$ cat src/aprPkg.sv
`default_nettype none

package aprPkg;

  localparam int NumFlags = 8;
  localparam int WbDataW = 16;

  // Flag bit positions in the status word
  typedef enum logic [2:0] {
    busErr         = 3'd0,
    nxmErr         = 3'd1,
    ioPageFail     = 3'd2,
    mbParErr       = 3'd3,
    cacheDirParErr = 3'd4,
    adrParErr      = 3'd5,
    pwrFail        = 3'd6,
    sweepDone      = 3'd7
  } aprFlagIdx;

  // Event pulses, busErr in bit 0
  typedef struct packed {
    logic sweepBusy;
    logic pwrFail;
    logic adrParErr;
    logic cacheDirParErr;
    logic mbParErr;
    logic ioPageFail;
    logic nxmErr;
    logic busErr;
  } aprEvents_s;

  typedef struct packed {
    logic selEn;
    logic selDis;
    logic selSet;
    logic selClr;
    logic [NumFlags-1:0] flagMask;
    logic [3:0] spare;
  } aprConoWord_s;

  typedef struct packed {
    logic [2:0] curBlock;
    logic [2:0] prevBlock;
    logic [9:0] spare;
  } acBlockWord_s;

  // Host write word, meaning depends on register address
  typedef union packed {
    aprConoWord_s cono;
    acBlockWord_s blk;
  } aprCtlWord_u;

  typedef enum logic [2:0] {
    srcAc      = 3'd0,
    srcAcPlus1 = 3'd1,
    srcXr      = 3'd2,
    srcVma     = 3'd3,
    srcAcPlus2 = 3'd4,
    srcAcPlus3 = 3'd5,
    srcAcMagic = 3'd6,
    srcMagic   = 3'd7
  } fmAdrSrc_e;

  typedef struct packed {
    fmAdrSrc_e fmSel;
    logic [8:0] magic;
  } aprUword_s;

  typedef struct packed {
    logic [2:0] block;
    logic [3:0] adr;
  } fmAddr_s;

  typedef struct packed {
    logic conoWr;
    logic selEn;
    logic selDis;
    logic selSet;
    logic selClr;
    logic [NumFlags-1:0] flagMask;
  } flagCmd_s;

endpackage

`default_nettype wire

$ cat src/acBlocks.sv
`timescale 1ns/10ps
`default_nettype none

module acBlocks import aprPkg::*; (
  input  wire          clk,
  input  wire          arstN,
  input  wire          blkWr,
  input  acBlockWord_s blkWord,
  input  wire          xrPrevious,
  input  wire          vmaPrevEn,
  input  wire          loadVmaContext,
  output logic [2:0]   curBlock,
  output logic [2:0]   prevBlock,
  output logic [2:0]   xrBlock,
  output logic [2:0]   vmaBlock
);

  logic [2:0] vmaBlockNext;

  // Both AC blocks load together from the host
  always_ff @(posedge clk or negedge arstN) begin
    if (!arstN) begin
      curBlock <= 3'd0;
      prevBlock <= 3'd0;
    end else if (blkWr) begin
      curBlock <= blkWord.curBlock;
      prevBlock <= blkWord.prevBlock;
    end
  end

  // Index registers may come from the previous context
  assign xrBlock = xrPrevious ? prevBlock : curBlock;

  assign vmaBlockNext = vmaPrevEn ? prevBlock : curBlock;

  always_ff @(posedge clk or negedge arstN) begin
    if (!arstN) begin
      vmaBlock <= 3'd0;
    end else if (loadVmaContext) begin
      vmaBlock <= vmaBlockNext;
    end
  end

endmodule

`default_nettype wire

$ cat src/aprFlags.sv
`timescale 1ns/10ps
`default_nettype none

module aprFlags import aprPkg::*; (
  input  wire                 clk,
  input  wire                 arstN,
  input  aprEvents_s          events,
  input  flagCmd_s            flagCmd,
  output logic [NumFlags-1:0] flags,
  output logic [NumFlags-1:0] intEn,
  output logic                aprInterrupt,
  output logic                anyErrFlg
);

  logic                sweepBusyQ;
  logic [NumFlags-1:0] evPulse;
  logic [NumFlags-1:0] setMask;
  logic [NumFlags-1:0] clrMask;
  logic [NumFlags-1:0] enMask;
  logic [NumFlags-1:0] disMask;

  always_comb begin
    evPulse = '0;
    evPulse[busErr] = events.busErr;
    evPulse[nxmErr] = events.nxmErr;
    evPulse[ioPageFail] = events.ioPageFail;
    evPulse[mbParErr] = events.mbParErr;
    evPulse[cacheDirParErr] = events.cacheDirParErr;
    evPulse[adrParErr] = events.adrParErr;
    evPulse[pwrFail] = events.pwrFail;
    // Sweep finished on the falling edge of busy
    evPulse[sweepDone] = sweepBusyQ & ~events.sweepBusy;
  end

  assign setMask = (flagCmd.conoWr & flagCmd.selSet) ? flagCmd.flagMask : '0;
  assign clrMask = (flagCmd.conoWr & flagCmd.selClr) ? flagCmd.flagMask : '0;
  assign enMask = (flagCmd.conoWr & flagCmd.selEn) ? flagCmd.flagMask : '0;
  assign disMask = (flagCmd.conoWr & flagCmd.selDis) ? flagCmd.flagMask : '0;

  always_ff @(posedge clk or negedge arstN) begin
    if (!arstN) begin
      sweepBusyQ <= 1'b0;
      flags <= '0;
      intEn <= '0;
      anyErrFlg <= 1'b0;
    end else begin
      sweepBusyQ <= events.sweepBusy;
      // Event wins over a clear in the same cycle
      flags <= (flags & ~clrMask) | setMask | evPulse;
      intEn <= (intEn & ~disMask) | enMask;
      anyErrFlg <= flags[nxmErr] | flags[mbParErr] | flags[adrParErr];
    end
  end

  assign aprInterrupt = |(flags & intEn);

  // Clear without set or competing event leaves the masked flags low
  assert property (@(posedge clk) disable iff (!arstN)
    (flagCmd.conoWr && flagCmd.selClr && !flagCmd.selSet &&
     (evPulse & flagCmd.flagMask) == '0)
    |=> (flags & $past(flagCmd.flagMask)) == '0);

endmodule

`default_nettype wire

$ cat src/aprTop.sv
`timescale 1ns/10ps
`default_nettype none

module aprTop import aprPkg::*; (
  input  wire                 clk,
  input  wire                 arstN,
  input  wire                 wbCyc,
  input  wire                 wbStb,
  input  wire                 wbWe,
  input  wire  [2:0]          wbAdr,
  input  aprCtlWord_u         wbDatW,
  output logic [WbDataW-1:0]  wbDatR,
  output logic                wbAck,
  input  aprEvents_s          events,
  input  aprUword_s           uword,
  input  wire  [3:0]          irAc,
  input  wire  [3:0]          xr,
  input  wire  [3:0]          vmaLow,
  input  wire                 xrPrevious,
  input  wire                 vmaPrevEn,
  input  wire                 loadVmaContext,
  output logic                aprInterrupt,
  output logic                anyErrFlg,
  output fmAddr_s             fmAddr
);

  flagCmd_s            flagCmd;
  logic [NumFlags-1:0] flags;
  logic [NumFlags-1:0] intEn;
  logic                blkWr;
  acBlockWord_s        blkWord;
  logic [2:0]          curBlock;
  logic [2:0]          prevBlock;
  logic [2:0]          xrBlock;
  logic [2:0]          vmaBlock;

  aprWbSlave u_wbSlave (
    .clk       (clk),
    .arstN     (arstN),
    .wbCyc     (wbCyc),
    .wbStb     (wbStb),
    .wbWe      (wbWe),
    .wbAdr     (wbAdr),
    .wbDatW    (wbDatW),
    .flags     (flags),
    .intEn     (intEn),
    .curBlock  (curBlock),
    .prevBlock (prevBlock),
    .xrBlock   (xrBlock),
    .vmaBlock  (vmaBlock),
    .fmAddr    (fmAddr),
    .wbDatR    (wbDatR),
    .wbAck     (wbAck),
    .flagCmd   (flagCmd),
    .blkWr     (blkWr),
    .blkWord   (blkWord)
  );

  aprFlags u_flags (
    .clk          (clk),
    .arstN        (arstN),
    .events       (events),
    .flagCmd      (flagCmd),
    .flags        (flags),
    .intEn        (intEn),
    .aprInterrupt (aprInterrupt),
    .anyErrFlg    (anyErrFlg)
  );

  acBlocks u_blocks (
    .clk            (clk),
    .arstN          (arstN),
    .blkWr          (blkWr),
    .blkWord        (blkWord),
    .xrPrevious     (xrPrevious),
    .vmaPrevEn      (vmaPrevEn),
    .loadVmaContext (loadVmaContext),
    .curBlock       (curBlock),
    .prevBlock      (prevBlock),
    .xrBlock        (xrBlock),
    .vmaBlock       (vmaBlock)
  );

  fmAddrGen u_fmAddr (
    .uword    (uword),
    .irAc     (irAc),
    .xr       (xr),
    .vmaLow   (vmaLow),
    .curBlock (curBlock),
    .xrBlock  (xrBlock),
    .vmaBlock (vmaBlock),
    .fmAddr   (fmAddr)
  );

endmodule

`default_nettype wire

$ cat src/aprWbSlave.sv
`timescale 1ns/10ps
`default_nettype none

module aprWbSlave import aprPkg::*; (
  input  wire                  clk,
  input  wire                  arstN,
  input  wire                  wbCyc,
  input  wire                  wbStb,
  input  wire                  wbWe,
  input  wire  [2:0]           wbAdr,
  input  aprCtlWord_u          wbDatW,
  input  wire  [NumFlags-1:0]  flags,
  input  wire  [NumFlags-1:0]  intEn,
  input  wire  [2:0]           curBlock,
  input  wire  [2:0]           prevBlock,
  input  wire  [2:0]           xrBlock,
  input  wire  [2:0]           vmaBlock,
  input  fmAddr_s              fmAddr,
  output logic [WbDataW-1:0]   wbDatR,
  output logic                 wbAck,
  output flagCmd_s             flagCmd,
  output logic                 blkWr,
  output acBlockWord_s         blkWord
);

  logic               req;
  logic [WbDataW-1:0] rdMux;

  // No second request while ack is out
  assign req = wbCyc & wbStb & ~wbAck;

  always_ff @(posedge clk or negedge arstN) begin
    if (!arstN) begin
      wbAck <= 1'b0;
    end else begin
      wbAck <= req;
    end
  end

  // CONO view of the write word
  always_comb begin
    flagCmd.conoWr = req & wbWe & (wbAdr == 3'd0);
    flagCmd.selEn = wbDatW.cono.selEn;
    flagCmd.selDis = wbDatW.cono.selDis;
    flagCmd.selSet = wbDatW.cono.selSet;
    flagCmd.selClr = wbDatW.cono.selClr;
    flagCmd.flagMask = wbDatW.cono.flagMask;
  end

  // Block load view of the same word
  assign blkWr = req & wbWe & (wbAdr == 3'd1);
  assign blkWord = wbDatW.blk;

  always_comb begin
    case (wbAdr)
      3'd0: rdMux = {intEn, flags};
      3'd1: rdMux = {10'd0, prevBlock, curBlock};
      3'd2: rdMux = {9'd0, fmAddr.block, fmAddr.adr};
      3'd3: rdMux = {10'd0, xrBlock, vmaBlock};
      default: rdMux = '0;
    endcase
  end

  always_ff @(posedge clk) begin
    if (req) begin
      wbDatR <= rdMux;
    end
  end

  // Master drops the strobe once acked
  assert property (@(posedge clk) disable iff (!arstN)
    wbAck |=> !wbStb);

endmodule

`default_nettype wire

$ cat src/fmAddrGen.sv
`timescale 1ns/10ps
`default_nettype none

module fmAddrGen import aprPkg::*; (
  input  aprUword_s  uword,
  input  wire  [3:0] irAc,
  input  wire  [3:0] xr,
  input  wire  [3:0] vmaLow,
  input  wire  [2:0] curBlock,
  input  wire  [2:0] xrBlock,
  input  wire  [2:0] vmaBlock,
  output fmAddr_s    fmAddr
);

  logic [3:0] acPlus1;
  logic [3:0] acPlus2;
  logic [3:0] acPlus3;
  logic [3:0] acPlusMagic;

  // All sums wrap within the 16-word block
  assign acPlus1 = irAc + 4'd1;
  assign acPlus2 = irAc + 4'd2;
  assign acPlus3 = irAc + 4'd3;
  assign acPlusMagic = irAc + uword.magic[3:0];

  always_comb begin
    fmAddr.block = curBlock;
    fmAddr.adr = irAc;
    case (uword.fmSel)
      srcAc: begin
        fmAddr.adr = irAc;
      end
      srcAcPlus1: begin
        fmAddr.adr = acPlus1;
      end
      srcXr: begin
        fmAddr.block = xrBlock;
        fmAddr.adr = xr;
      end
      srcVma: begin
        fmAddr.block = vmaBlock;
        fmAddr.adr = vmaLow;
      end
      srcAcPlus2: begin
        fmAddr.adr = acPlus2;
      end
      srcAcPlus3: begin
        fmAddr.adr = acPlus3;
      end
      srcAcMagic: begin
        fmAddr.adr = acPlusMagic;
      end
      srcMagic: begin
        // Direct block and word from the magic field
        fmAddr.block = uword.magic[6:4];
        fmAddr.adr = uword.magic[3:0];
      end
      default: begin
        fmAddr.adr = irAc;
      end
    endcase
  end

  always_comb begin
    assert (!$isunknown(uword.fmSel))
      else $error("fmAddrGen: unknown fast-memory source select");
  end

endmodule

`default_nettype wire

$ cat config.mk
export PLATFORM = sky130hd
export DESIGN_NAME = aprTop
export DESIGN_NICKNAME = d
export VERILOG_FILES = /design/src/aprPkg.sv /design/src/acBlocks.sv /design/src/aprFlags.sv /design/src/aprTop.sv /design/src/aprWbSlave.sv /design/src/fmAddrGen.sv
export SDC_FILE = /design/constraint.sdc
export NUM_CORES = 1
export LEC_CHECK = 0
export BUFFER_PORTS_ARGS = -buffer_cell sky130_fd_sc_hd__buf_2
export CAP_MARGIN = 20
export CORE_MARGIN = 2
export CORE_UTILIZATION = 49
export DETAILED_ROUTE_END_ITERATION = 6
export GPL_TIMING_DRIVEN = 0
export PLACE_DENSITY = 0.78
export SLEW_MARGIN = 30
export SYNTH_ARGS = -nofsm -noshare
export SYNTH_HDL_FRONTEND = slang
export SYNTH_SLANG_ARGS = --single-unit
$ cat constraint.sdc
create_clock -name clk -period 2.43 [get_ports clk]
set_input_delay 0.1215 -clock clk [delete_from_list [all_inputs] [get_ports clk]]
set_output_delay 0.1215 -clock clk [all_outputs]
set_load 0.005 [all_outputs]
==> results of run 1 <==
final timing paths:
| check | startpoint | endpoint | slack, ns | depth (start not counted) |
|---|---|---|---|---|
| worst max-delay path | uword[10] | fmAddr[3] | 0.23 | 9 |
| worst min-delay path | events[6] | u_flags.flags[6] | 0.02 | 2 |
| worst max register to register | u_wbSlave.wbAck | u_flags.flags[4] | 0.57 | 6 |
| worst min register to register | u_flags.intEn[2] | u_flags.intEn[2] | 0.53 | 1 |
| max in group asynchronous | arstN | u_flags.flags[4] | 1.66 | 2 |
| min in group asynchronous | arstN | u_flags.intEn[4] | 0.37 | 2 |
per-layer routing:
layer / track usage, % / up-vias / part of all wire [%]
met3: 3.26 / 6 / 5.6
met4: 5.36 / 0 / 0.98
li1: - / 1097 / -
met1: 31.8 / 1097 / 46
met2: 34.7 / 75 / 48
met5: 0 / - / 0
state kept, by name, indices dropped and copies added (netlist names):
name / count
u_flags.flags: 8
u_blocks.curBlock: 3
u_blocks.prevBlock: 3
u_flags.sweepBusyQ: 1
u_blocks.vmaBlock: 3
u_wbSlave.wbDatR: 16
u_flags.intEn: 8
u_wbSlave.wbAck: 1
u_flags.anyErrFlg: 1
placed cells by master (no fill, tap or decap), types with 4 or more instances in the layout:
| master | count |
|---|---|
| nand2b_1 | 7 |
| mux2i_1 | 15 |
| nand2_1 | 27 |
| mux2_4 | 6 |
| clkbuf_8 | 5 |
| buf_2 | 84 |
| dfrtp_1 | 28 |
| nor2_1 | 11 |
| ha_1 | 4 |
| nand3_1 | 5 |
| and2_1 | 15 |
| a22oi_1 | 4 |
| inv_1 | 4 |
| a21oi_1 | 12 |
| a221o_1 | 8 |
| nor3_1 | 4 |
| a22o_1 | 10 |
| edfxtp_1 | 16 |
| o21ai_0 | 9 |
power by group through the flow:
stage          logic, mW  clock network, mW  registers (mW)
3_5_place_dp       0.373                  0           0.897
6_report           0.375              0.555           0.884
2_1_floorplan      0.227                  0           0.877
5_1_grt            0.418              0.590           0.892
3_3_place_gp       0.361                  0           0.895
4_1_cts            0.377              0.554           0.882
cells by family after synthesis:
logic type                 synth area share (%)
DFF                                        44.7
xor gates and xnor gates                  0.994
and+or+nand+nor                            18.7
AOI/OAI and AO/OA                          18.2
buffers and inverters                      4.02
adders and majority gates                  2.65
muxes                                      10.8
area by class of cell:
cell class	count	area share [%]
buffer	13	2.74
tap	70	2.70
clock inverter	3	1.31
inverter	4	0.463
timing repair buffer	78	12.4
clock buffer	5	2.12
sequential	44	36.4
multi-input combinational	186	41.9
per-stage QoR:
step	util (%)	area [um^2]	std cells	setup slack (ns)
3_3_place_gp	60.5	3110	394	0.0386
2_1_floorplan	-	2640	248	0.317
5_1_grt	63.1	3240	403	0.0815
4_1_cts	63.1	3240	404	0.0981
6_report	63.1	3240	403	0.232
3_5_place_dp	60.6	3110	394	0.00904
timing repair:
action | in CTS | in global routing
hold endpoints to repair | 29 | 0
gates resized for setup | 0 | 2
endpoints found under the setup margin | 0 | 1
hold buffers | 2 | 0
==> impl_table.tex, run 1 <==
\begin{tabular}{lr}
\hline
Metric & Value \\
\hline
\multicolumn{2}{l}{\textbf{Logic synthesis}} \\
\quad Cell types occupying the most area after synthesis & dfrtp\_1 27\%, edfxtp\_1 18\%, mux2i\_1 5.7\% \\
\quad Post-Synthesis Cell Area & 2640 um\^{}2 \\
\quad Library cell with the largest summed area after synthesis & dfrtp\_1 \\
\quad Yosys cell types & 50 \\
\quad Number of enable-type register cells in the synthesized netlist & 16 \\
\quad Sequential element share of the synthesized area & 44.7\% \\
\quad Yosys warnings & 0 \\
\quad Share of synthesized flip-flops with an asynchronous set or reset & 63.6\% \\
\quad Primary flip-flop cell chosen by synthesis mapping & dfrtp\_1 \\
\quad Most repeated cell in the gate-level netlist after synthesis & dfrtp\_1 \\
\quad Most instantiated cells after synthesis & 28 x dfrtp\_1, 27 x nand2\_1, 16 x edfxtp\_1 \\
\quad Avg Inst Size Synth & 10.7 um\^{}2 \\
\quad Fraction of synthesized cell area taken by the top area cell type & 26.5\% \\
\quad FF+latch count, synth & 44 \\
\quad Number of cells produced by synthesis & 248 \\
\quad Post-Synthesis Net Count & 312 \\
\multicolumn{2}{l}{\textbf{Worst setup path}} \\
\quad Critical path endpoint category & output port \\
\quad Cell with the largest stage delay on the worst path & ha\_1 \\
\quad Kind of start point of the critical path & input port \\
\quad Crit-path max cell delay & 0.35 ns \\
\quad Crit path top cell by count & buf\_2 \\
\quad Worst Path Buf+Inv & 2 \\
\quad Cell family with the largest share of critical-path delay & simple AND/OR/NAND/NOR gates \\
\quad Worst path required time & 2.31 ns \\
\quad Arrival time at the worst endpoint & 2.08 ns \\
\quad Cells along the critical path & buf\_2 > and3b\_1 > and2\_1 > ha\_1 > nand3\_2 > a2111oi\_2 > nor3\_1 > a41oi\_2 > buf\_2 \\
\quad Crit path max fanout & 13 \\
\quad Crit Path Category & input port to output port \\
\multicolumn{2}{l}{\textbf{Clock tree}} \\
\quad Number of buffers created by CTS & 5 \\
\quad H-tree levels & 2 \\
\quad Clock root buffer & clkbuf\_8 \\
\quad CTS tree & built \\
\quad Clock latency at the later pin of the worst-skew pair & 0.29 ns \\
\quad Number of clock sinks & 44 \\
\quad Buffer levels on the longest clock path & 2 \\
\quad Count of buffers added by post-CTS timing repair for setup & 0 \\
\quad Clock slew at the register clock pins of the worst setup and hold paths & 0.09 ns \\
\multicolumn{2}{l}{\textbf{Route}} \\
\quad Routed wire length & 6330 um \\
\quad Drt first pass iters & 5 \\
\quad Avg Vias per Cell & 5.65 \\
\quad Antenna-violating nets left & 0 \\
\quad Wire length per cell after detailed routing & 15.7 um \\
\quad DRC marker count from the first detailed-route iteration & 144 \\
\quad Count of unresolved DRC violations after routing & 0 \\
\quad Vias & 2,275 \\
\multicolumn{2}{l}{\textbf{Placement}} \\
\quad Port-buffer cells & 76 \\
\quad Detailed placement HPWL & 4950 um \\
\quad Final Wtd Congestion & 0.820 \\
\multicolumn{2}{l}{\textbf{Power and ir drop}} \\
\quad Leakage power summed over all cells & 1.44 nW \\
\quad Internal Power & 1.32 mW \\
\quad Post-route total power & 1.81 mW \\
\quad Comb power frac & 20.7\% \\
\quad Psw & 0.492 mW \\
\quad Switching share of power & 27.1\% \\
\quad Proportion of power drawn by the clock network & 30.6\% \\
\quad Worst ir drop on vdd & 0.436 mV \\
\quad Power share of the sequential group & 48.7\% \\
\quad Power density over the cells & 559 nW/um\^{}2 \\
\multicolumn{2}{l}{\textbf{Timing}} \\
\quad Max-slew violation total from the final report & 0 \\
\quad Tightest slew margin relative to the limit & 50.0\% \\
\quad Highest clock rate & 455 MHz \\
\quad Final Setup Violations & 0 \\
\quad Setup repair after global routing missed its margin & false \\
\quad Total negative slack & 0 ns \\
\quad Hold Slack & 0.0160 ns \\
\quad Final period util & 90.5\% \\
\quad Slew at the pin closest to its max-slew limit & 0.749 ns \\
\quad Post-layout minimum cycle time & 2.20 ns \\
\quad Count of final hold-check violations & 0 \\
\quad Worst Clk Skew & 0.00876 ns \\
\multicolumn{2}{l}{\textbf{Cells and area}} \\
\quad Multi-input logic area & 1360 um\^{}2 \\
\quad Proportion of layout cells with a drive suffix above 1 & 34.5\% \\
\quad Total of fill cells in the finished design & 444 \\
\quad Count of antenna diodes in the layout & 0 \\
\quad Register cell area after layout & 1180 um\^{}2 \\
\quad Final-stage net count & 396 \\
\quad P\&R area growth vs syn & 22.7\% \\
\multicolumn{2}{l}{\textbf{Floorplan}} \\
\quad Total number of placement rows & 26 \\
\quad Total die area & 6000 um\^{}2 \\
\quad Number of ports placed on the die boundary & 85 \\
\quad Die X & 77.4 um \\
\quad Core box area & 5140 um\^{}2 \\
\quad Initial core utilization & 51.4\% \\
\quad Vert. Die Dim & 77.4 um \\
\multicolumn{2}{l}{\textbf{Worst hold path}} \\
\quad Worst min-delay path category & input port to flop \\
\multicolumn{2}{l}{\textbf{Global routing}} \\
\quad Global-route wire length before repair & 10,400 um \\
\quad Overall Global Routing Usage & 21.9\% \\
\quad Leftover overflow at the end of global routing & 0 \\
\quad Vias in the first global route & 2,154 \\
\quad Maximum number of pins on one net before global-route repair & 29 \\
\quad Number of antenna violations at the first check in global routing & 0 \\
\multicolumn{2}{l}{\textbf{Flow run}} \\
\quad Reported max-cap violation count & 0 \\
\multicolumn{2}{l}{\textbf{Outcome}} \\
\quad Status & complete, no violations \\
\hline
\end{tabular}
(Power assumes the default switching activity.)
==> inputs of run 2 (changes only) <==
--- a/config.mk
+++ b/config.mk
@@ -8,10 +8,10 @@
 export BUFFER_PORTS_ARGS = -buffer_cell sky130_fd_sc_hd__buf_2
 export CAP_MARGIN = 20
 export CORE_MARGIN = 2
-export CORE_UTILIZATION = 49
+export CORE_UTILIZATION = 51
 export DETAILED_ROUTE_END_ITERATION = 6
 export GPL_TIMING_DRIVEN = 0
-export PLACE_DENSITY = 0.78
+export PLACE_DENSITY = 0.81
 export SLEW_MARGIN = 30
 export SYNTH_ARGS = -nofsm -noshare
 export SYNTH_HDL_FRONTEND = slang
==> run 2 against run 1 <==
Effect of this change:
- die area fell by 3.7%
- final area rose by 0.46%
- maximum frequency fell by 3.3%
- flip-flop and latch count did not move
- sequential share of layout area fell by 0.17 points
- global-route usage barely moved
- final cell count rose by 0.50%
- non-clock buffer count rose by 2
- first-iteration DRC count rose by 44%
- power fell by 0.61%
- largest cell class unchanged
==> impl_table.tex, run 2 (synthesis gave the netlist of run 1 again) <==
\begin{tabular}{lr}
\hline
Metric & Value \\
\hline
\multicolumn{2}{l}{\textbf{Route}} \\
\quad Wire length per cell after detailed routing & 15.4 um (-1.9\%) \\
\quad Routed wire length & 6240 um (-1.4\%) \\
\quad Vias & 2,264 (-0.48\%) \\
\quad Avg Vias per Cell & 5.59 (-0.97\%) \\
\quad Antenna-violating nets left & 0 (unchanged) \\
\quad Count of unresolved DRC violations after routing & 0 (unchanged) \\
\quad Drt first pass iters & 4 (-1) \\
\quad DRC marker count from the first detailed-route iteration & 208 (+44\%) \\
\multicolumn{2}{l}{\textbf{Clock tree}} \\
\quad Clock latency at the later pin of the worst-skew pair & 0.29 ns (about the same) \\
\quad Buffer levels on the longest clock path & 2 (unchanged) \\
\quad H-tree levels & 2 (unchanged) \\
\quad Number of buffers created by CTS & 5 (unchanged) \\
\quad Number of clock sinks & 44 (unchanged) \\
\quad Clock root buffer & clkbuf\_8 \\
\quad CTS tree & built \\
\quad Clock slew at the register clock pins of the worst setup and hold paths & 0.08 ns (about the same) \\
\multicolumn{2}{l}{\textbf{Cells and area}} \\
\quad Final Instance Area & 3260 um\^{}2 (+0.46\%) \\
\quad Total of fill cells in the finished design & 420 (-5.4\%) \\
\quad Multi-input logic area & 1360 um\^{}2 (unchanged) \\
\quad Max FFs per register & 16 (unchanged) \\
\quad P\&R area growth vs syn & 23.2\% \\
\quad Count of antenna diodes in the layout & 0 (unchanged) \\
\quad Final-stage net count & 398 (+0.51\%) \\
\quad Highest-count cells in the layout ignoring fill and taps & 84 x buf\_2, 28 x dfrtp\_1, 27 x nand2\_1, 16 x edfxtp\_1 \\
\quad Post-Layout Cell Count & 405 (+0.50\%) \\
\quad Most common cell after layout, fill and taps aside & buf\_2 \\
\quad Proportion of layout cells with a drive suffix above 1 & 34.9\% (+0.39 points) \\
\quad Register ranked first by flip-flop count & u\_wbSlave.wbDatR \\
\quad Registers with the highest flip-flop counts & u\_wbSlave.wbDatR x16, u\_flags.flags x8, u\_flags.intEn x8 \\
\quad Register cell area after layout & 1180 um\^{}2 (unchanged) \\
\multicolumn{2}{l}{\textbf{Floorplan}} \\
\quad Die X & 76.0 um (-1.9\%) \\
\quad Total die area & 5770 um\^{}2 (-3.7\%) \\
\quad Total number of placement rows & 26 (unchanged) \\
\quad Initial core utilization & 52.4\% (+1.0 points) \\
\quad Number of ports placed on the die boundary & 85 (unchanged) \\
\quad Core box area & 5040 um\^{}2 (-1.9\%) \\
\quad Vert. Die Dim & 76.0 um (-1.9\%) \\
\multicolumn{2}{l}{\textbf{Worst setup path}} \\
\quad Crit Reg-Reg Startpoint & u\_wbSlave.wbAck \\
\quad Number of cells on the worst reg-to-reg path & 6 (unchanged) \\
\quad Crit path depth & 12 (+3) \\
\quad Cell family with the largest share of critical-path delay & buffers and inverters \\
\quad Crit Path Category & input port to output port \\
\quad Worst path required time & 2.31 ns (about the same) \\
\quad Kind of start point of the critical path & input port \\
\quad Flop-to-flop setup slack & 0.64 ns (+0.07 ns) \\
\quad Cell with the largest stage delay on the worst path & a2111oi\_2 \\
\quad Cells along the critical path & buf\_2 > clkbuf\_4 > clkbuf\_4 > nand2\_1 > o21ai\_0 > and2\_1 > ha\_1 > nand3\_2 > a2111oi\_2 > nor3\_1 > a41oi\_2 > buf\_2 \\
\quad RR Endpoint & u\_flags.flags[0] \\
\quad Crit-path max cell delay & 0.32 ns (-0.03 ns) \\
\quad Worst Path Buf+Inv & 4 (+2) \\
\quad Arrival time at the worst endpoint & 2.15 ns (+0.07 ns) \\
\quad Crit path max fanout & 10 (-3) \\
\quad Critical path endpoint category & output port \\
\multicolumn{2}{l}{\textbf{Global routing}} \\
\quad Overall Global Routing Usage & 21.9\% (about the same) \\
\quad Leftover overflow at the end of global routing & 0 (unchanged) \\
\quad Number of antenna violations at the first check in global routing & 0 (unchanged) \\
\quad Maximum number of pins on one net before global-route repair & 29 (unchanged) \\
\quad Vias in the first global route & 2,180 (+1.2\%) \\
\quad Global-route wire length before repair & 10,400 um (-0.66\%) \\
\multicolumn{2}{l}{\textbf{Flow run}} \\
\quad Reported max-cap violation count & 0 (unchanged) \\
\multicolumn{2}{l}{\textbf{Timing}} \\
\quad Final period util & 93.6\% (+3.1 points) \\
\quad Slew at the pin closest to its max-slew limit & 0.764 ns (+0.0147 ns) \\
\quad Max-slew violation total from the final report & 0 (unchanged) \\
\quad Tightest slew margin relative to the limit & 49.0\% (-0.98 points) \\
\quad Total negative slack & 0 ns (unchanged) \\
\quad Count of final hold-check violations & 0 (unchanged) \\
\quad Worst Clk Skew & 0.00849 ns (-0.000277 ns) \\
\quad Post-layout minimum cycle time & 2.27 ns (+0.0750 ns) \\
\quad Highest clock rate & 440 MHz (-3.3\%) \\
\quad Hold Slack & 0.0173 ns (+0.00136 ns) \\
\quad Final Setup Violations & 0 (unchanged) \\
\multicolumn{2}{l}{\textbf{Power and ir drop}} \\
\quad Power density over the cells & 553 nW/um\^{}2 (-1.1\%) \\
\quad Worst ir drop on vdd & 0.535 mV (+23\%) \\
\quad Leakage power summed over all cells & 1.45 nW (+0.63\%) \\
\quad Post-route total power & 1.80 mW (-0.61\%) \\
\multicolumn{2}{l}{\textbf{Placement}} \\
\quad Detailed placement HPWL & 4770 um (-3.6\%) \\
\quad \# placed instances & 394 (unchanged) \\
\quad Port-buffer cells & 76 (unchanged) \\
\quad Final Wtd Congestion & 0.838 (+2.2\%) \\
\quad Area of placed instances & 3110 um\^{}2 (unchanged) \\
\multicolumn{2}{l}{\textbf{Worst hold path}} \\
\quad Number of instances on the worst hold path & 2 (unchanged) \\
\quad Startpoint of the lowest-slack hold path & events[5] \\
\quad Worst min-delay path category & input port to flop \\
\quad Worst hold endpoint & u\_flags.flags[5] \\
\multicolumn{2}{l}{\textbf{Outcome}} \\
\quad Status & complete, no violations \\
\hline
\end{tabular}
## run 2: worst max path at each step
| stage | to | slack (ns) | start |
|---|---|---|---|
| 5_1_grt | fmAddr[3] | -0.01 | uword[10] |
| 4_1_cts | fmAddr[3] | 0.11 | uword[10] |
| 6_report | fmAddr[3] | 0.16 | uword[10] |
| 3_3_place_gp | u_wbSlave.wbDatR[3] | 0.04 | uword[10] |
| 3_5_place_dp | u_wbSlave.wbDatR[3] | -0.004 | uword[10] |
| 2_1_floorplan | u_wbSlave.wbDatR[3] | 0.32 | uword[9] |
## run 2: power breakdown
part / internal (mW) / switching [mW]
clock: 0.304 / 0.237
combinational: 0.195 / 0.183
sequential: 0.826 / 0.0571
## run 2: final cells by class
type | instances | share of cell area, %
Tap cell | 70 | 2.69
Multi-Input combinational cell | 186 | 41.7
Inverter | 4 | 0.461
Timing Repair Buffer | 79 | 12.5
Clock inverter | 3 | 1.31
Clock buffer | 5 | 2.11
Buffer | 14 | 2.96
Sequential cell | 44 | 36.3
## run 2: what timing repair did
item,4_1_cts,5_1_grt
endpoints found under the hold margin,29,0
hold buffers,2,0
setup buffers,0,1
endpoints found under the setup margin,0,1
gates resized for setup,0,2
## run 2: metrics by stage
stage	utilization (%)	setup WS [ns]
2_1_floorplan	-	0.317
3_3_place_gp	61.7	0.0439
3_5_place_dp	61.7	-0.00390
4_1_cts	64.3	0.113
5_1_grt	64.6	-0.0102
6_report	64.6	0.157
## run 2: metal layers
| metal | global-route usage [%] | wire length (um) |
|---|---|---|
| met5 | 0 | 0 |
| met3 | 4.62 | 378 |
| met1 | 31.8 | 2880 |
| met2 | 33.9 | 2910 |
| met4 | 5.45 | 69 |
==> inputs of run 3 (changes only) <==
--- a/config.mk
+++ b/config.mk
@@ -6,12 +6,12 @@
 export NUM_CORES = 1
 export LEC_CHECK = 0
 export BUFFER_PORTS_ARGS = -buffer_cell sky130_fd_sc_hd__buf_2
-export CAP_MARGIN = 20
+export CAP_MARGIN = 5
 export CORE_MARGIN = 2
-export CORE_UTILIZATION = 51
+export CORE_UTILIZATION = 55
 export DETAILED_ROUTE_END_ITERATION = 6
 export GPL_TIMING_DRIVEN = 0
-export PLACE_DENSITY = 0.81
+export PLACE_DENSITY = 0.86
 export SLEW_MARGIN = 30
 export SYNTH_ARGS = -nofsm -noshare
 export SYNTH_HDL_FRONTEND = slang
==> constraint.sdc (replaced) <==
create_clock -name clk -period 2.7 [get_ports clk]
set_input_delay 0.135 -clock clk [delete_from_list [all_inputs] [get_ports clk]]
set_output_delay 0.135 -clock clk [all_outputs]
set_load 0.005 [all_outputs]
==> run 3 against run 2 <==
Effect of this change:
- die area shrank 6.9%
- non-clock buffer count decreased by 1
- final cell count shrank 4.2%
- wire length up 0.61%
- setup slack gained 0.20 ns
- critical path type unchanged
- critical endpoint unchanged
- largest cell class unchanged
==> impl_table.tex, run 3 (synthesis gave the netlist of run 1 again) <==
\begin{tabular}{lr}
\hline
Metric & Value \\
\hline
\multicolumn{2}{l}{\textbf{Outcome}} \\
\quad Status & complete, no violations \\
\multicolumn{2}{l}{\textbf{Global routing}} \\
\quad Vias in the first global route & 2,083 (-4.4\%) \\
\quad Global-route wire length before repair & 10,100 um (-2.9\%) \\
\quad Overall Global Routing Usage & 24.5\% (+2.6 points) \\
\quad Number of antenna violations at the first check in global routing & 0 (unchanged) \\
\quad Leftover overflow at the end of global routing & 0 (unchanged) \\
\quad Maximum number of pins on one net before global-route repair & 29 (unchanged) \\
\multicolumn{2}{l}{\textbf{Cells and area}} \\
\quad Highest-count cells in the layout ignoring fill and taps & 86 x buf\_2, 28 x dfrtp\_1, 27 x nand2\_1, 16 x edfxtp\_1 \\
\quad Most common cell after layout, fill and taps aside & buf\_2 \\
\quad Count of antenna diodes in the layout & 0 (unchanged) \\
\quad Total of fill cells in the finished design & 357 (-15\%) \\
\quad Proportion of layout cells with a drive suffix above 1 & 34.7\% (-0.19 points) \\
\quad Registers with the highest flip-flop counts & u\_wbSlave.wbDatR x16, u\_flags.flags x8, u\_flags.intEn x8 \\
\quad Final-stage net count & 397 (-0.25\%) \\
\quad P\&R area growth vs syn & 22.6\% \\
\quad Max FFs per register & 16 (unchanged) \\
\quad Register ranked first by flip-flop count & u\_wbSlave.wbDatR \\
\multicolumn{2}{l}{\textbf{Clock tree}} \\
\quad Clock latency at the later pin of the worst-skew pair & 0.29 ns (about the same) \\
\quad Number of buffers created by CTS & 5 (unchanged) \\
\quad Clock slew at the register clock pins of the worst setup and hold paths & 0.08 ns (about the same) \\
\quad Post-cts resize count & 0 (unchanged) \\
\quad CTS tree & built \\
\quad Number of clock sinks & 44 (unchanged) \\
\quad H-tree levels & 2 (unchanged) \\
\quad Clock root buffer & clkbuf\_8 \\
\quad Buffer levels on the longest clock path & 2 (unchanged) \\
\multicolumn{2}{l}{\textbf{Power and ir drop}} \\
\quad Leakage power summed over all cells & 1.46 nW (+0.12\%) \\
\quad Worst ir drop on vdd & 0.427 mV (-20\%) \\
\quad Power density over the cells & 515 nW/um\^{}2 (-7.0\%) \\
\quad Post-route total power & 1.67 mW (-7.5\%) \\
\multicolumn{2}{l}{\textbf{Timing}} \\
\quad Tightest slew margin relative to the limit & 50.2\% (+1.2 points) \\
\quad Slew at the pin closest to its max-slew limit & 0.741 ns (-0.0227 ns) \\
\quad Total negative slack & 0 ns (unchanged) \\
\quad Post-layout minimum cycle time & 2.35 ns \\
\quad Setup repair after global routing missed its margin & false \\
\quad Final period util & 87.0\% \\
\quad Final Setup Violations & 0 (unchanged) \\
\quad Highest clock rate & 426 MHz \\
\quad Count of final hold-check violations & 0 (unchanged) \\
\quad Final worst slack & 0.352 ns (+0.195 ns) \\
\quad Max-slew violation total from the final report & 0 (unchanged) \\
\quad Worst Clk Skew & 0.00783 ns (-0.000658 ns) \\
\multicolumn{2}{l}{\textbf{Route}} \\
\quad Routed wire length & 6280 um (+0.61\%) \\
\quad Vias & 2,310 (+2.0\%) \\
\quad Count of unresolved DRC violations after routing & 0 (unchanged) \\
\quad Drt first pass iters & 4 (unchanged) \\
\quad Wire length per cell after detailed routing & 16.2 um (+5.0\%) \\
\quad Antenna-violating nets left & 0 (unchanged) \\
\quad Avg Vias per Cell & 5.95 (+6.5\%) \\
\quad DRC marker count from the first detailed-route iteration & 167 (-20\%) \\
\multicolumn{2}{l}{\textbf{Floorplan}} \\
\quad Core box area & 4690 um\^{}2 (-6.9\%) \\
\quad Initial core utilization & 56.3\% (+3.9 points) \\
\quad Number of ports placed on the die boundary & 85 (unchanged) \\
\quad Total die area & 5380 um\^{}2 (-6.9\%) \\
\quad Total number of placement rows & 25 (-3.8\%) \\
\quad Die X & 73.3 um (-3.5\%) \\
\quad Vert. Die Dim & 73.3 um (-3.5\%) \\
\multicolumn{2}{l}{\textbf{Worst setup path}} \\
\quad Crit path top cell by count & buf\_2 \\
\quad Cells along the critical path & buf\_2 > buf\_2 > buf\_2 > nand2\_1 > o21ai\_0 > and2\_1 > ha\_1 > a21oi\_2 > a2111oi\_2 > nor3\_1 > a41oi\_2 > buf\_2 \\
\quad Cell with the largest stage delay on the worst path & a2111oi\_2 \\
\quad Kind of start point of the critical path & input port \\
\quad Worst path required time & 2.57 ns (+0.26 ns) \\
\quad Crit path max fanout & 10 (unchanged) \\
\quad Critical path endpoint category & output port \\
\quad Arrival time at the worst endpoint & 2.21 ns (+0.06 ns) \\
\quad Crit Path Category & input port to output port \\
\quad Crit-path max cell delay & 0.35 ns (+0.03 ns) \\
\multicolumn{2}{l}{\textbf{Placement}} \\
\quad Final Wtd Congestion & 0.829 (-1.1\%) \\
\quad Port-buffer cells & 76 (unchanged) \\
\quad Detailed placement HPWL & 4840 um (+1.4\%) \\
\quad Worst setup slack before clock tree synthesis & 0.238 ns (+0.242 ns) \\
\multicolumn{2}{l}{\textbf{Flow run}} \\
\quad Reported max-cap violation count & 0 (unchanged) \\
\multicolumn{2}{l}{\textbf{Worst hold path}} \\
\quad Worst min-delay path category & input port to flop \\
\hline
\end{tabular}
-- run 3: changes by cell type in the layout (fill, tap and decap cells not counted) --
cell,previous run,this run
buf_2,84,86
clkbuf_4,2,0
buf_4,2,1
clkbuf_1,0,1
clkbuf_16,0,1
clkinv_1,1,0
clkinv_4,1,0
-- run 3: what timing repair did --
item	4_1_cts	5_1_grt
buffers inserted	0	0
hold buffers	2	0
hold endpoints to repair	29	0
-- run 3: final timing paths --
| check | slack (ns) | end | startpoint | depth (start not counted) |
|---|---|---|---|---|
| setup / recovery | 0.35 | fmAddr[3] | uword[10] | 12 |
| hold / removal | 0.04 | u_flags.flags[5] | events[5] | 2 |
| setup reg to reg | 0.86 | u_flags.flags[3] | u_wbSlave.wbAck | 6 |
| hold reg to reg | 0.53 | u_flags.intEn[2] | u_flags.intEn[2] | 1 |
| max in group asynchronous | 1.94 | u_flags.flags[6] | arstN | 2 |
| min in group asynchronous | 0.37 | u_flags.intEn[2] | arstN | 2 |
-- run 3: report_power, final --
| group | internal (mW) | total (mW) | switching [mW] |
|---|---|---|---|
| Sequential | 0.744 | 0.795 | 0.0512 |
| Clock | 0.332 | 0.536 | 0.204 |
| Combinational | 0.172 | 0.337 | 0.165 |
-- run 3: final cells by class --
class                           count  area (um^2)  share of cell area (%)
Tap cell                           54         67.6                    2.08
Clock inverter                      1         30.0                   0.927
Inverter                            4         15.0                   0.463
Clock buffer                        7         97.6                    3.01
Buffer                             14         91.3                    2.82
Sequential cell                    44         1180                    36.4
Timing Repair Buffer               78          400                    12.4
Multi-Input combinational cell    186         1360                    41.9
-- run 3: per-layer routing --
layer	GRT usage, %	vias to the layer above	wire [um]
met1	33.8	1108	2640
li1	-	1098	-
met3	5.76	11	380
met5	0	-	0
met4	6.26	0	97
met2	39.3	93	3160
-- run 3: metrics by stage --
step                      utilization, %  instance area, um^2  std cells  hold slack, ns
final                               69.1                 3240        388          0.0370
after CTS                           69.1                 3240        388          0.0314
after global placement              65.9                 3090        378           0.176
after detailed placement            65.9                 3090        378           0.174
after floorplan                        -                 2640        248          -0.161
after global routing                69.1                 3240        388          0.0286
-- run 3: critical path: cells and delay by family --
kind	cells	cell delay (ns)
compound gates	4	0.83
simple gates	3	0.36
fa+ha+maj	1	0.17
buf+inv	4	0.71
